## src/design/cache_config.svh

```systemverilog
`ifndef CACHE_CONFIG_SVH
`define CACHE_CONFIG_SVH

// request and bus address width
`define CACHE_ADDR_WIDTH 32

// one doubleword per request and per bus beat
`define CACHE_WORD_WIDTH 64

// line size in bytes, two beats per line
`define CACHE_LINE_BYTES 16

// number of sets
`define CACHE_SETS 16

// associativity
`define CACHE_WAYS 4

// victim LFSR reset value, must be nonzero
`define CACHE_LFSR_SEED 16'h0001

`endif

```

## src/design/cachePkg.sv

```systemverilog
`default_nettype none

`include "cache_config.svh"

package cachePkg;
    // geometry derived from the config macros
    localparam int offsetBits = $clog2(`CACHE_LINE_BYTES);
    localparam int setBits = $clog2(`CACHE_SETS);
    localparam int wayBits = $clog2(`CACHE_WAYS);
    localparam int tagBits = `CACHE_ADDR_WIDTH - setBits - offsetBits;
    localparam int setCount = `CACHE_SETS;
    localparam int wayCount = `CACHE_WAYS;
    localparam int lineCount = `CACHE_SETS * `CACHE_WAYS;
    localparam logic [15:0] lfsrSeed = `CACHE_LFSR_SEED;

    typedef logic [`CACHE_ADDR_WIDTH-1:0] addrT;
    typedef logic [tagBits-1:0] tagT;
    typedef logic [setBits-1:0] setT;
    typedef logic [wayBits-1:0] wayT;
    typedef logic [`CACHE_WORD_WIDTH-1:0] wordT;
    typedef logic [`CACHE_WORD_WIDTH/8-1:0] maskT;
    // lower doubleword at bits 63:0
    typedef logic [`CACHE_LINE_BYTES*8-1:0] lineT;
    // {set, way}
    typedef logic [setBits+wayBits-1:0] lineIndexT;

    typedef enum logic [2:0] {
        stateIdle,
        stateLookup,
        stateMiss,
        stateWriteback,
        stateRefill
    } cacheStateT;
endpackage

`default_nettype wire

```

## src/design/burstPort.sv

```systemverilog
`default_nettype none

module burstPort (
    input  wire logic           clock,
    input  wire logic           reset,
    input  wire logic           fetchStart,
    input  wire cachePkg::addrT fetchAddr,
    input  wire logic           evictStart,
    input  wire cachePkg::addrT evictAddr,
    input  wire cachePkg::lineT evictLine,
    output logic                beatValid,
    output logic                beatSecond,
    output cachePkg::wordT      beatData,
    output logic                fetchDone,
    output logic                evictDone,
    output logic                arValid,
    output cachePkg::addrT      arAddr,
    input  wire logic           arReady,
    input  wire logic           rValid,
    input  wire logic           rLast,
    input  wire cachePkg::wordT rData,
    output logic                rReady,
    output logic                awValid,
    output cachePkg::addrT      awAddr,
    input  wire logic           awReady,
    output logic                wValid,
    output logic                wLast,
    output cachePkg::wordT      wData,
    input  wire logic           wReady
);
    import cachePkg::*;

    localparam int wordBits = $bits(wordT);

    // beat index, shared since one burst at a time
    logic beatCount;
    lineT lineHeld;
    logic readBeat;
    logic writeBeat;

    assign readBeat = rValid && rReady;
    assign writeBeat = wValid && wReady;

    always_ff @(posedge clock) begin
        if (reset) begin
            arValid <= 1'b0;
            rReady <= 1'b0;
            awValid <= 1'b0;
            wValid <= 1'b0;
            beatCount <= 1'b0;
        end else begin
            // read burst: address phase then data phase
            if (fetchStart) begin
                arValid <= 1'b1;
            end else if (arValid && arReady) begin
                arValid <= 1'b0;
                rReady <= 1'b1;
            end
            if (readBeat && rLast) begin
                rReady <= 1'b0;
            end
            // write burst, two data beats after the address
            if (evictStart) begin
                awValid <= 1'b1;
            end else if (awValid && awReady) begin
                awValid <= 1'b0;
                wValid <= 1'b1;
            end
            if (writeBeat && beatCount) begin
                wValid <= 1'b0;
            end
            if (readBeat) begin
                beatCount <= !rLast;
            end else if (writeBeat) begin
                beatCount <= !beatCount;
            end
        end
    end

    // addresses and victim line kept for the whole burst
    always_ff @(posedge clock) begin
        if (fetchStart) begin
            arAddr <= fetchAddr;
        end
        if (evictStart) begin
            awAddr <= evictAddr;
            lineHeld <= evictLine;
        end
    end

    // beat 0 is the lower doubleword
    assign wData = beatCount ? lineHeld[wordBits +: wordBits] : lineHeld[0 +: wordBits];
    assign wLast = wValid && beatCount;

    assign beatValid = readBeat;
    assign beatSecond = beatCount;
    assign beatData = rData;
    assign fetchDone = readBeat && rLast;
    assign evictDone = writeBeat && beatCount;
endmodule

`default_nettype wire

```

## config.mk

```make
export PLATFORM = sky130hd
export DESIGN_NAME = burstPort
export DESIGN_NICKNAME = d
export VERILOG_FILES = /design/src/design/cachePkg.sv /design/src/design/burstPort.sv
export VERILOG_INCLUDE_DIRS = /design/src /design/src/design
export SDC_FILE = /design/constraint.sdc
export NUM_CORES = 1
export LEC_CHECK = 0
export BUFFER_PORTS_ARGS = -buffer_cell sky130_fd_sc_hd__buf_4
export CELL_PAD_IN_SITES_DETAIL_PLACEMENT = 2
export CELL_PAD_IN_SITES_GLOBAL_PLACEMENT = 2
export CORE_AREA = 2 2 179 181
export DETAILED_ROUTE_END_ITERATION = 8
export DIE_AREA = 0 0 181 183
export PLACE_DENSITY_LB_ADDON = 0.15
export SLEW_MARGIN = 40
export SYNTH_ARGS = -nofsm -noshare
export SYNTH_HDL_FRONTEND = slang
export SYNTH_SLANG_ARGS = --single-unit
```

## constraint.sdc

```tcl
create_clock -name clock -period 1.55 [get_ports clock]
set_input_delay 0.0775 -clock clock [delete_from_list [all_inputs] [get_ports clock]]
set_output_delay 0.0775 -clock clock [all_outputs]
set_load 0.02 [all_outputs]
```

==> impl_results.md <==
- Status: finished, violations left
- Violated checks: negative setup slack
- Synth top area share: 79.46%
- Fmax achieved: 595.0 MHz
- Pre-CTS setup slack: 181.8 ps
- Mapped Cells: 354
- Final Max Tran Viols: 0
- Initial antenna violation count: 1
- Worst-Margin Slew: 463.6 ps
- Worst path top cell family by delay: buffers and inverters
- DR DRC count: 0
- First DRT Iteration DRCs: 172
- LEAKAGE: 5.397 nW
- FP Rows: 65
- Worst Path Buf+Inv: 3
- Grt ovf: 0
- Final WL: 26350 um
- Max clock buf depth: 2
- VDD IR-drop max: 0.0007410 V
- Finish-stage setup viols: 64
- DR pass1 iterations: 4
- Wirelength per Cell: 20.65 um
- I/O pin total: 466
- Critical setup path kind: flop to output pin
- Mean Syn Cell Area: 20.50 um2
- Sequential share of the synthesized area: 80.84%
- PnR worst setup slack: -130.7 ps
- Initial core utilization: 23.23%
- RSZ-0062 raised after global routing: true
- PortBufs: 337
- CTS tree: built
- Syn. warnings: 0
- Power density over cell area: 1021 nW/um2
- Post-synth cell types: 17
- Pin count of the biggest net entering global routing: 41
- TNS Setup: -5938 ps
- Most frequent cells in the layout: 279 x buf_4, 199 x dlygate4sd3_1, 192 x edfxtp_1
- Hold Crit Class: input port to flop
- Post-Syn Nets: 619
- Cell Area, Synth: 7256 um2
- CP max-delay cell: dfxtp_4
- Flop2flop setup slack: 120 ps
- Area contributors post-synth: edfxtp_1 79%, mux2_2 9.9%, buf_4 6.6%
- Crit-path cells: buf_6 -> buf_12 -> mux2_2 -> buf_4
- Vias per Instance: 3.951
- Critical Path RT: 1470 ps
- Global-route wire length before repair: 36620 um
- Synth-to-Final Area Change: 81.67%
- # Max-Cap Violations: 0
- Crit path DAT: 1600 ps
- Die ar.: 33120 um2
- H-Tree Depth: 4
- Chip Width: 181 um
- Total GRT Usage: 15.15%
- Final HPWL DP: 17100 um
- Critical Path Sink Type: output pin
- Final Cycle Share: 108.4%
- Skew-Pair Late Insertion Delay: 450 ps
- Reg clk slew, reported paths: 70 ps
- Hold slack: 57.68 ps
- Slew HR: 69.09%
- Startpoint class of the critical path: flop
- Clock buffer count from CTS: 17
- Vias in the first global route: 5972
- Ratio of cells with drive above 1 in the final layout: 52.58%
- Worst path max stage delay: 380 ps
- Commonest non-fill, non-tap cell in the layout: buf_4
- Core area: 31230 um2
- DRT antenna net count: 0
- Clk root buf: clkbuf_16
- Crit-path max FO: 9
- Post-layout minimum cycle time: 1681 ps
- Clock sink total: 197
- Yosys reg bits: 197
- Placer Congestion: 0.7345
- Leading area contributor after synthesis: edfxtp_1
- Die height: 183 um
- Final Skew: 6.526 ps
- Final #Nets: 1125
- Via count: 5041
- Final hold vios: 0
## final timing paths
check	start	end	depth (start not counted)
worst min-delay path	evictStart	lineHeld[45]	1
worst max-delay path	beatSecond	wData[9]	4
worst min register to register	rReady	rReady	2
worst max register to register	rReady	beatSecond	3
## power breakdown
| group | total (mW) | switching, mW | internal (mW) | leakage, nW |
|---|---|---|---|---|
| logic | 2.53 | 1.06 | 1.47 | 3.19 |
| clock network | 4.48 | 2.09 | 2.39 | 0.282 |
| registers | 6.45 | 0.149 | 6.30 | 1.92 |
## flip-flops by register name (all words and copies together), names as in the netlist
| name | count |
|---|---|
| lineHeld | 128 |
| arAddr | 32 |
| awAddr | 32 |
| arValid | 1 |
| awValid | 1 |
| beatSecond | 1 |
| rReady | 1 |
| wValid | 1 |
## layout make-up
class                   instances  area (um2)
inverters                       5       18.77
clock inverters                15       155.1
clock buffers                  17       425.4
multi-input cells              80        1051
diodes                          1       2.502
well taps                     402       503.0
flip-flops and latches        197        5869
repair buffers                559        5156
fillers                      3030       18050
## timing repair
| item | 4_1_cts | 5_1_grt |
|---|---|---|
| gates cloned | 0 | 8 |
| setup endpoints to repair | 65 | 66 |
| buffers inserted | 0 | 4 |
| hold buffers | 199 | 0 |
| endpoints found under the hold margin | 197 | 0 |
| resized for setup | 5 | 131 |
## per-stage QoR
step                      total power [mW]  instance area [um2]  util [%]  std cells
after floorplan                      7.411                 7256         -        354
after global placement               8.294                 9883     31.65       1032
after detailed placement             8.334                 9883     31.65       1032
after CTS                            13.31                12480     39.96       1263
after global routing                 14.00                13180     42.21       1276
final                                13.46                13180     42.21       1276
## Yosys cell counts, drive strengths merged
master / instances
a31o: 1
mux2: 64
a21oi: 3
edfxtp: 192
a31oi: 1
a211oi: 1
inv: 5
buf: 72
nand2b: 2
nand3b: 3
a21bo: 1
dfxtp: 5
and2: 1
nand2: 1
and3: 2
## logic make-up after synthesis
family	share of synthesized area (%)
AOI/OAI and AO/OA	0.6553
buffers and inverters	7.777
DFF	80.84
and+or+nand+nor	0.7932
muxes	9.933
## worst reg2reg max path, cell delays in order (launching register included)
cell and delay [ps]:
dfxtp_1 340, a31o_2 200, dlygate4sd3_1 590, a31oi_2 200
## routing by layer
| layer | vias up | global-route usage (%) | routed length (um) |
|---|---|---|---|
| met4 | 0 | 8.098 | 818 |
| met3 | 57 | 5.937 | 2250 |
| met1 | 2461 | 14.73 | 8847 |
| met2 | 228 | 27.72 | 14440 |
| li1 | 2295 | - | - |
| met5 | - | 0 | 0 |
Power figures use the tool's default switching activity.
