===== src/design/cache_config.svh =====
`ifndef CACHE_CONFIG_SVH
`define CACHE_CONFIG_SVH

// request and bus address width
`define CACHE_ADDR_WIDTH 32

// one doubleword per request and per bus beat
`define CACHE_WORD_WIDTH 64

// line size in bytes, two beats per line
`define CACHE_LINE_BYTES 16

// number of sets
`define CACHE_SETS 16

// associativity
`define CACHE_WAYS 4

// victim LFSR reset value, must be nonzero
`define CACHE_LFSR_SEED 16'h0001

`endif


===== src/design/cachePkg.sv =====
`default_nettype none

`include "cache_config.svh"

package cachePkg;
    // geometry derived from the config macros
    localparam int offsetBits = $clog2(`CACHE_LINE_BYTES);
    localparam int setBits = $clog2(`CACHE_SETS);
    localparam int wayBits = $clog2(`CACHE_WAYS);
    localparam int tagBits = `CACHE_ADDR_WIDTH - setBits - offsetBits;
    localparam int setCount = `CACHE_SETS;
    localparam int wayCount = `CACHE_WAYS;
    localparam int lineCount = `CACHE_SETS * `CACHE_WAYS;
    localparam logic [15:0] lfsrSeed = `CACHE_LFSR_SEED;

    typedef logic [`CACHE_ADDR_WIDTH-1:0] addrT;
    typedef logic [tagBits-1:0] tagT;
    typedef logic [setBits-1:0] setT;
    typedef logic [wayBits-1:0] wayT;
    typedef logic [`CACHE_WORD_WIDTH-1:0] wordT;
    typedef logic [`CACHE_WORD_WIDTH/8-1:0] maskT;
    // lower doubleword at bits 63:0
    typedef logic [`CACHE_LINE_BYTES*8-1:0] lineT;
    // {set, way}
    typedef logic [setBits+wayBits-1:0] lineIndexT;

    typedef enum logic [2:0] {
        stateIdle,
        stateLookup,
        stateMiss,
        stateWriteback,
        stateRefill
    } cacheStateT;
endpackage

`default_nettype wire


===== src/design/missController.sv =====
`default_nettype none

module missController (
    input  wire logic                clock,
    input  wire logic                reset,
    input  wire logic                reqValid,
    input  wire logic                reqWrite,
    input  wire cachePkg::addrT      reqAddr,
    input  wire cachePkg::wordT      reqWdata,
    input  wire cachePkg::maskT      reqMask,
    output cachePkg::wordT           respData,
    output logic                     respDone,
    output cachePkg::setT            lookupSet,
    output cachePkg::tagT            lookupTag,
    output cachePkg::wayT            victimWay,
    output cachePkg::wayT            updateWay,
    output logic                     tagWrite,
    output logic                     validSet,
    output logic                     dirtySet,
    output logic                     dirtyClear,
    input  wire logic                hit,
    input  wire cachePkg::wayT       hitWay,
    input  wire logic                victimDirty,
    input  wire cachePkg::tagT       victimTag,
    output cachePkg::lineIndexT      lineIndex,
    output logic                     wordSel,
    output logic                     storeWrite,
    output cachePkg::wordT           storeWdata,
    output cachePkg::maskT           storeMask,
    output logic                     refillBeat,
    output cachePkg::wordT           refillData,
    input  wire cachePkg::wordT      readWord,
    input  wire cachePkg::lineT      readLine,
    output logic                     fetchStart,
    output cachePkg::addrT           fetchAddr,
    output logic                     evictStart,
    output cachePkg::addrT           evictAddr,
    output cachePkg::lineT           evictLine,
    input  wire logic                beatValid,
    input  wire logic                beatSecond,
    input  wire cachePkg::wordT      beatData,
    input  wire logic                fetchDone,
    input  wire logic                evictDone
);
    import cachePkg::*;

    cacheStateT state;
    cacheStateT nextState;
    logic [15:0] lfsr;
    wayT chosenWay;
    // request captured in idle, held until done
    logic reqWriteHeld;
    addrT reqAddrHeld;
    wordT reqWdataHeld;
    maskT reqMaskHeld;
    logic inLookup;
    logic inMiss;
    logic inRefill;

    assign inLookup = (state == stateLookup);
    assign inMiss = (state == stateMiss);
    assign inRefill = (state == stateRefill);

    always_comb begin
        nextState = state;
        unique case (state)
            stateIdle:      if (reqValid) nextState = stateLookup;
            stateLookup:    nextState = hit ? stateIdle : stateMiss;
            // dirty victim goes out before the fetch
            stateMiss:      nextState = victimDirty ? stateWriteback : stateRefill;
            stateWriteback: if (evictDone) nextState = stateMiss;
            stateRefill:    if (fetchDone) nextState = stateLookup;
            default:        nextState = stateIdle;
        endcase
    end

    always_ff @(posedge clock) begin
        if (reset) begin
            state <= stateIdle;
            lfsr <= lfsrSeed;
        end else begin
            state <= nextState;
            // free running, taps 0 2 3 5
            lfsr <= {lfsr[0] ^ lfsr[2] ^ lfsr[3] ^ lfsr[5], lfsr[15:1]};
        end
    end

    always_ff @(posedge clock) begin
        if (state == stateIdle && reqValid) begin
            reqWriteHeld <= reqWrite;
            reqAddrHeld <= reqAddr;
            reqWdataHeld <= reqWdata;
            reqMaskHeld <= reqMask;
        end
        // victim picked as lookup misses
        if (inLookup && !hit) begin
            chosenWay <= lfsr[wayBits-1:0];
        end
    end

    // directory side
    assign lookupSet = reqAddrHeld[offsetBits +: setBits];
    assign lookupTag = reqAddrHeld[$bits(addrT)-1 -: tagBits];
    assign victimWay = chosenWay;
    assign updateWay = inLookup ? hitWay : chosenWay;
    assign tagWrite = inRefill && beatValid && !beatSecond;
    assign validSet = inRefill && beatValid && beatSecond;
    assign dirtySet = storeWrite;
    assign dirtyClear = (state == stateWriteback) && evictDone;

    // data side
    assign lineIndex = {lookupSet, updateWay};
    assign wordSel = inRefill ? beatSecond : reqAddrHeld[offsetBits-1];
    assign storeWrite = inLookup && hit && reqWriteHeld;
    assign storeWdata = reqWdataHeld;
    assign storeMask = reqMaskHeld;
    assign refillBeat = inRefill && beatValid;
    assign refillData = beatData;

    // requester side, answered in the lookup cycle
    assign respData = readWord;
    assign respDone = inLookup && hit;

    // burst commands with line-aligned addresses
    assign fetchStart = inMiss && !victimDirty;
    assign fetchAddr = {lookupTag, lookupSet, {offsetBits{1'b0}}};
    assign evictStart = inMiss && victimDirty;
    assign evictAddr = {victimTag, lookupSet, {offsetBits{1'b0}}};
    assign evictLine = readLine;
endmodule

`default_nettype wire


===== config.mk =====
export PLATFORM = sky130hd
export DESIGN_NAME = missController
export DESIGN_NICKNAME = d
export VERILOG_FILES = /design/src/design/cachePkg.sv /design/src/design/missController.sv
export VERILOG_INCLUDE_DIRS = /design/src /design/src/design
export SDC_FILE = /design/constraint.sdc
export NUM_CORES = 1
export LEC_CHECK = 0
export BUFFER_PORTS_ARGS = -buffer_cell sky130_fd_sc_hd__buf_4
export CAP_MARGIN = 0
export CORE_AREA = 2 2 323 325
export DETAILED_ROUTE_END_ITERATION = 12
export DIE_AREA = 0 0 325 327
export GPL_TIMING_DRIVEN = 1
export SLEW_MARGIN = 15
export SYNTH_ARGS = -nofsm -noshare
export SYNTH_HDL_FRONTEND = slang
export SYNTH_SLANG_ARGS = --single-unit

===== constraint.sdc =====
create_clock -name clock -period 16.3 [get_ports clock]
set_input_delay 0.815 -clock clock [delete_from_list [all_inputs] [get_ports clock]]
set_output_delay 0.815 -clock clock [all_outputs]
set_load 0.02 [all_outputs]

==> results.py, run 1 <==
metrics = {
    "cts": {
        "worstSkewPairLatency_ns": 0.45,
        "cts_tree": "built",
        "cts_setup_buffers": 0,
        "clkTransAtPathRegs_ns": 0.06,
        "clock_sink_count": 123,
        "cts-root-buf": "clkbuf_16",
        "htreeDepth": 4,
        "postCtsHoldBufs": 0,
        "postCtsResizedCells": 0,
        "clockBufferDepth": 2,
        "cts_buffers": 17,
    },
    "yosys": {
        "synth_compound_area_frac": 0.00592,
        "netlist_top_cells_area": "edfxtp_1 (48%), buf_4 (41%), dfxtp_1 (5.8%), nor2b_1 (1.4%), mux2_2 (0.52%)",
        "synth_edf_count": 104,
        "yosys_register_bits": 123,
        "syn_area_sq_mm": 0.00656,
        "synth-main-ff-cell": "edfxtp_1",
        "ys_async_sr_fraction": 0,
        "syn_area_per_cell_sq_um": 12.3,
        "synthSimpleGateAreaFrac": 0.0376,
        "synth_mux_area_frac": 0.00515,
        "synth-xor-area-share": 0.00401,
        "netlist.top_cell.by_area": "edfxtp_1",
        "syn_inst": 533,
        "synthAdderAreaFrac": 0,
        "synth_top_family_by_area": "buffers and inverters",
        "synth_top_area_share": 0.476,
        "ys_warn_count": 0,
        "ys_types": 30,
        "ys_seq_area_frac": 0.534,
    },
    "routing": {
        "drt-wirelength-per-cell_um": 24.2,
        "first_pass_iters": 4,
        "drt-vias-per-instance": 1.72,
        "vias": 3205,
        "ant_nets": 0,
        "drc": 0,
        "wl_um": 44900,
        "drt_iter0_drc": 97,
    },
    "die": {
        "rows": 118,
        "core_area_sq_mm": 0.103,
        "start_util": 0.0637,
        "fp.dieH_um": 327,
        "ios": 836,
        "fp.dieW_um": 325,
        "dieArea_sq_mm": 0.106,
    },
    "finish": {
        "area_delta_synth_final_pct": 25.3,
        "drive_above_1_share": 0.641,
        "antenna_cells": 0,
        "finalNetCount": 862,
        "final_core_util": 0.0798,
    },
    "pwr": {
        "p_leak_uw": 0.00288,
        "p_per_area_mw_per_mm2": 116,
        "vdd_drop_max_mv": 0.104,
    },
    "status": {
        "status": "finished clean",
    },
    "grt": {
        "first_global_vias": 3488,
        "grt_max_degree": 71,
        "grtUsageTotal": 0.0816,
        "grt_overflow": 0,
        "grt_antenna_before_repair": 0,
        "grt_first_pass_wirelength_um": 51300,
    },
    "flow_run": {
        "max_cap_violations": 0,
    },
    "timing": {
        "clock.fmax_ghz": 0.367,
        "period_needed_ns": 2.72,
        "fin_skew_ns": 0.0178,
        "finalMaxSlewViolations": 0,
        "final.setup.tns_ns": 0,
        "worstMarginPinSlew_ns": 0.930,
        "grt_setup_unrepaired": "no",
        "hold_violations": 0,
        "period_share": 0.167,
        "worst_slew_margin_rel": 0.380,
        "setup_viol": 0,
    },
    "placement": {
        "gp_congestion": 0.719,
        "dp_hpwl_um": 41400,
        "placement.io_buffers": 264,
    },
    "critical_path": {
        "cp_slowest_cell": "dfxtp_1",
        "timing.critical_path.buf_inv": 1,
        "path_max_fanout": 9,
        "start_kind": "flip-flop",
        "r2r_end": "reqAddrHeld[6]",
        "cpPeakStageDelay_ns": 0.48,
        "crit_required_ns": 15.49,
        "reg2regPathDepth": 3,
        "crit_chain": "or2b_2 > nor3b_1 > buf_4",
        "timing_worst_setup_path_type": "flip-flop to primary output",
        "r2r_slack_ns": 13.90,
        "arrival_ns": 1.91,
        "cp-end-kind": "primary output",
        "reg2reg_from": "state[2]",
        "crit_family": "simple AND/OR/NAND/NOR gates",
    },
    "min_path": {
        "min_from": "lfsr[11]",
        "hold-path-endpoint": "lfsr[10]",
        "holdPathStages": 1,
        "min_path_type": "flip-flop to flip-flop",
    },
}
[synth_stat cells, types with 2 or more instances]
cell,n
buf_6,2
edfxtp_1,104
mux2_2,3
nor2b_1,15
nor2_1,5
nand2b_1,2
and2_1,2
nand2_1,3
buf_4,356
xnor2_1,3
dfxtp_1,19
[placed cells by master, fill, tap and decap left out, types with 2 or more instances in the layout]
| master | netlist | routed |
|---|---|---|
| edfxtp_1 | 104 | 104 |
| conb_1 | 1 | 8 |
| mux2_2 | 3 | 3 |
| nand2b_1 | 2 | 2 |
| nor2b_1 | 15 | 15 |
| clkbuf_16 | 0 | 20 |
| nand2_1 | 3 | 3 |
| clkbuf_8 | 0 | 2 |
| inv_6 | 0 | 3 |
| nor2_1 | 5 | 5 |
| xnor2_1 | 3 | 3 |
| and2_1 | 2 | 2 |
| clkinv_4 | 0 | 3 |
| dfxtp_1 | 19 | 19 |
| buf_4 | 356 | 266 |
| inv_4 | 0 | 2 |
[metal layers]
layer,track usage,up-vias,routed length [um]
met1,0.0339,1280,6650
met4,0.0371,0,1580
li1,-,1240,-
met3,0.117,102,14000
met5,0,-,0
met2,0.144,583,22700
[final cells by class]
| cell class | count | area (sq um) |
|---|---|---|
| clock buffers | 23 | 532 |
| clock inverters | 9 | 70.1 |
| repair buffers | 266 | 2000 |
| inverters | 1 | 3.75 |
| fillers | 11900 | 94700 |
| flip-flops and latches | 123 | 3500 |
| multi-input cells | 57 | 382 |
| well taps | 1380 | 1730 |
[cells by family (layout without fill, tap and decap cells)]
| kind of cell | count (synthesis) | after routing |
|---|---|---|
| AOI/OAI and AO/OA | 5 | 5 |
| xor gates and xnor gates | 3 | 3 |
| buffers and inverters | 360 | 299 |
| DFF | 123 | 123 |
| muxes | 3 | 3 |
| other | 1 | 8 |
| and+or+nand+nor | 38 | 38 |
[per-stage QoR]
stage          total power (uW)  setup slack [ns]  hold slack, ns  cell area (sq um)  instances
3_3_place_gp                583             13.57           0.410               7610       1827
4_1_cts                     972             13.55           0.442               8210       1859
3_5_place_dp                584             13.51           0.427               7610       1827
2_1_floorplan               616              4.37           0.400               6580        540
6_report                    952             13.58           0.435               8210       1859
5_1_grt                     991             13.50           0.458               8210       1859
[state kept, by name (all words and copies together) (netlist names)]
signal	cells
storeWdata	64
lfsr	16
storeMask	8
state	3
reqWriteHeld	1
victimWay	2
reqAddrHeld	29
[worst max-delay path by stage]
stage / endpoint / from / slack [ns] / depth (start not counted)
finish: evictStart / state[1] / 13.58 / 3
global route: updateWay[0] / state[2] / 13.50 / 4
CTS: evictStart / state[1] / 13.55 / 3
detailed placement: reqAddrHeld[28] / reqValid / 13.51 / 4
global placement: reqAddrHeld[16] / reqValid / 13.57 / 4
floorplan: reqAddrHeld[10] / reqValid / 4.37 / 1
[where the power goes]
part	internal, uW	total [uW]	switching [uW]
Combinational	70.0	168	97.7
Sequential	383	406	23.1
Clock	231	379	147
(Power assumes the default switching activity.)
==> run 2, diff against run 1 <==
==> constraint.sdc (replaced) <==
create_clock -name clock -period 2.68 [get_ports clock]
set_input_delay 0.134 -clock clock [delete_from_list [all_inputs] [get_ports clock]]
set_output_delay 0.134 -clock clock [all_outputs]
set_load 0.02 [all_outputs]
==> results.py, run 2 (same netlist as run 1, synthesis figures left out) <==
metrics = {
    "die": {
        "core_area_sq_mm": 0.103,
        "start_util": 0.0637,
        "fp.dieH_um": 327,
        "rows": 118,
        "ios": 836,
        "fp.dieW_um": 325,
        "dieArea_sq_mm": 0.106,
    },
    "placement": {
        "gp_congestion": 0.776,
        "placement.io_buffers": 264,
        "dp_slack_ns": 1.01,
        "placed_cells": 1827,
        "dp_hpwl_um": 42100,
    },
    "critical_path": {
        "timing.critical_path.buf_inv": 1,
        "crit_chain": "or2b_2 > nor3b_1 > buf_4",
        "cp_slowest_cell": "dfxtp_1",
        "timing_worst_setup_path_type": "flip-flop to primary output",
        "arrival_ns": 1.84,
        "cpPeakStageDelay_ns": 0.54,
        "r2r_slack_ns": 0.98,
        "path_max_fanout": 9,
        "crit_required_ns": 2.55,
        "crit_family": "simple AND/OR/NAND/NOR gates",
        "start_kind": "flip-flop",
        "cp-end-kind": "primary output",
    },
    "timing": {
        "finalWorstSetupSlack_ns": 0.705,
        "worst_slew_margin_rel": 0.643,
        "final.setup.tns_ns": 0,
        "finalMaxSlewViolations": 0,
        "grt_setup_unrepaired": "no",
        "clock.fmax_ghz": 0.506,
        "worstMarginPinSlew_ns": 0.536,
        "whs_ns": 0.0509,
        "period_needed_ns": 1.97,
        "fin_skew_ns": 0.0103,
        "period_share": 0.737,
        "hold_violations": 0,
        "setup_viol": 0,
    },
    "routing": {
        "drt-vias-per-instance": 1.86,
        "vias": 3659,
        "wl_um": 46700,
        "drt_iter0_drc": 124,
        "ant_nets": 0,
        "first_pass_iters": 6,
        "drt-wirelength-per-cell_um": 23.8,
        "drc": 0,
    },
    "finish": {
        "instances_no_fill": 1963,
        "layout.cells.most_common": "buf_4",
        "area_delta_synth_final_pct": 42.8,
        "mostFrequentLayoutCells": "buf_4 (265), edfxtp_1 (104), dlygate4sd3_1 (103)",
        "fillers": 11800,
        "final_core_util": 0.0910,
        "finalNetCount": 965,
        "drive_above_1_share": 0.526,
        "largest_reg_flops": 64,
    },
    "grt": {
        "first_global_vias": 3856,
        "grtUsageTotal": 0.0849,
        "grt_antenna_before_repair": 2,
        "grt_first_pass_wirelength_um": 54000,
        "grt_max_degree": 86,
        "grt_overflow": 0,
    },
    "cts": {
        "clock_sink_count": 123,
        "worstSkewPairLatency_ns": 0.44,
        "cts_buffers": 17,
        "cts-root-buf": "clkbuf_16",
        "cts_tree": "built",
        "clockBufferDepth": 2,
        "clkTransAtPathRegs_ns": 0.05,
        "htreeDepth": 4,
    },
    "pwr": {
        "clock_power_share": 0.431,
        "p_comb_frac": 0.182,
        "seq_power_share": 0.386,
        "p_switching_uw": 1660,
        "p_per_area_mw_per_mm2": 679,
        "p_leak_uw": 0.00335,
        "vdd_drop_max_mv": 0.887,
        "internal-power_uw": 4690,
        "p_sw_frac": 0.262,
    },
    "flow_run": {
        "max_cap_violations": 0,
    },
    "min_path": {
        "min_path_type": "input port to flip-flop",
    },
    "status": {
        "status": "finished clean",
    },
}
[run 2: per-layer routing]
layer | vias to the layer above | GRT usage | part of all wire
met4 | 2 | 0.0340 | 0.034
li1 | 1453 | - | -
met5 | - | 0.00222 | 0.00086
met2 | 572 | 0.145 | 0.49
met3 | 109 | 0.132 | 0.33
met1 | 1523 | 0.0340 | 0.15
[run 2: final timing paths]
kind                    to  startpoint  depth (start not counted)
max             evictStart    state[1]                          3
min               state[1]         hit                          3
max reg2reg  storeWdata[2]    state[2]                          2
min reg2reg        lfsr[9]    lfsr[10]                          1
[run 2: power groups by stage]
stage	Clock (uW)	Sequential, uW	Combinational [uW]
floorplan	0	2600	1090
global placement	0	2500	1040
detailed placement	0	2500	1050
CTS	2830	2470	1170
global route	2890	2490	1220
finish	2740	2460	1160
[run 2: tightest hold or removal path, stage by stage]
cell and delay, ns:
buf_4 0.12, nand2b_1 0.11, a211oi_1 0.06
[run 2: per-stage QoR]
stage          total power, uW  area (sq um)
6_report                  6360          9360
5_1_grt                   6590          9360
4_1_cts                   6470          9360
3_5_place_dp              3550          7630
3_3_place_gp              3540          7630
2_1_floorplan             3690          6600
[run 2: area by class of cell]
| type | instances | area [sq um] | share of cell area |
|---|---|---|---|
| clock inverters | 15 | 269 | 0.0287 |
| inverters | 1 | 3.75 | 0.000401 |
| well taps | 1380 | 1730 | 0.184 |
| diodes | 1 | 2.50 | 0.000267 |
| clock buffers | 17 | 425 | 0.0454 |
| multi-input cells | 57 | 390 | 0.0417 |
| flip-flops and latches | 123 | 3500 | 0.374 |
| repair buffers | 369 | 3040 | 0.325 |
[run 2: repair_timing]
action,4_1_cts,5_1_grt
gates resized for setup,0,0
buffers inserted,0,0
hold buffers,103,0
hold endpoints to repair,118,0
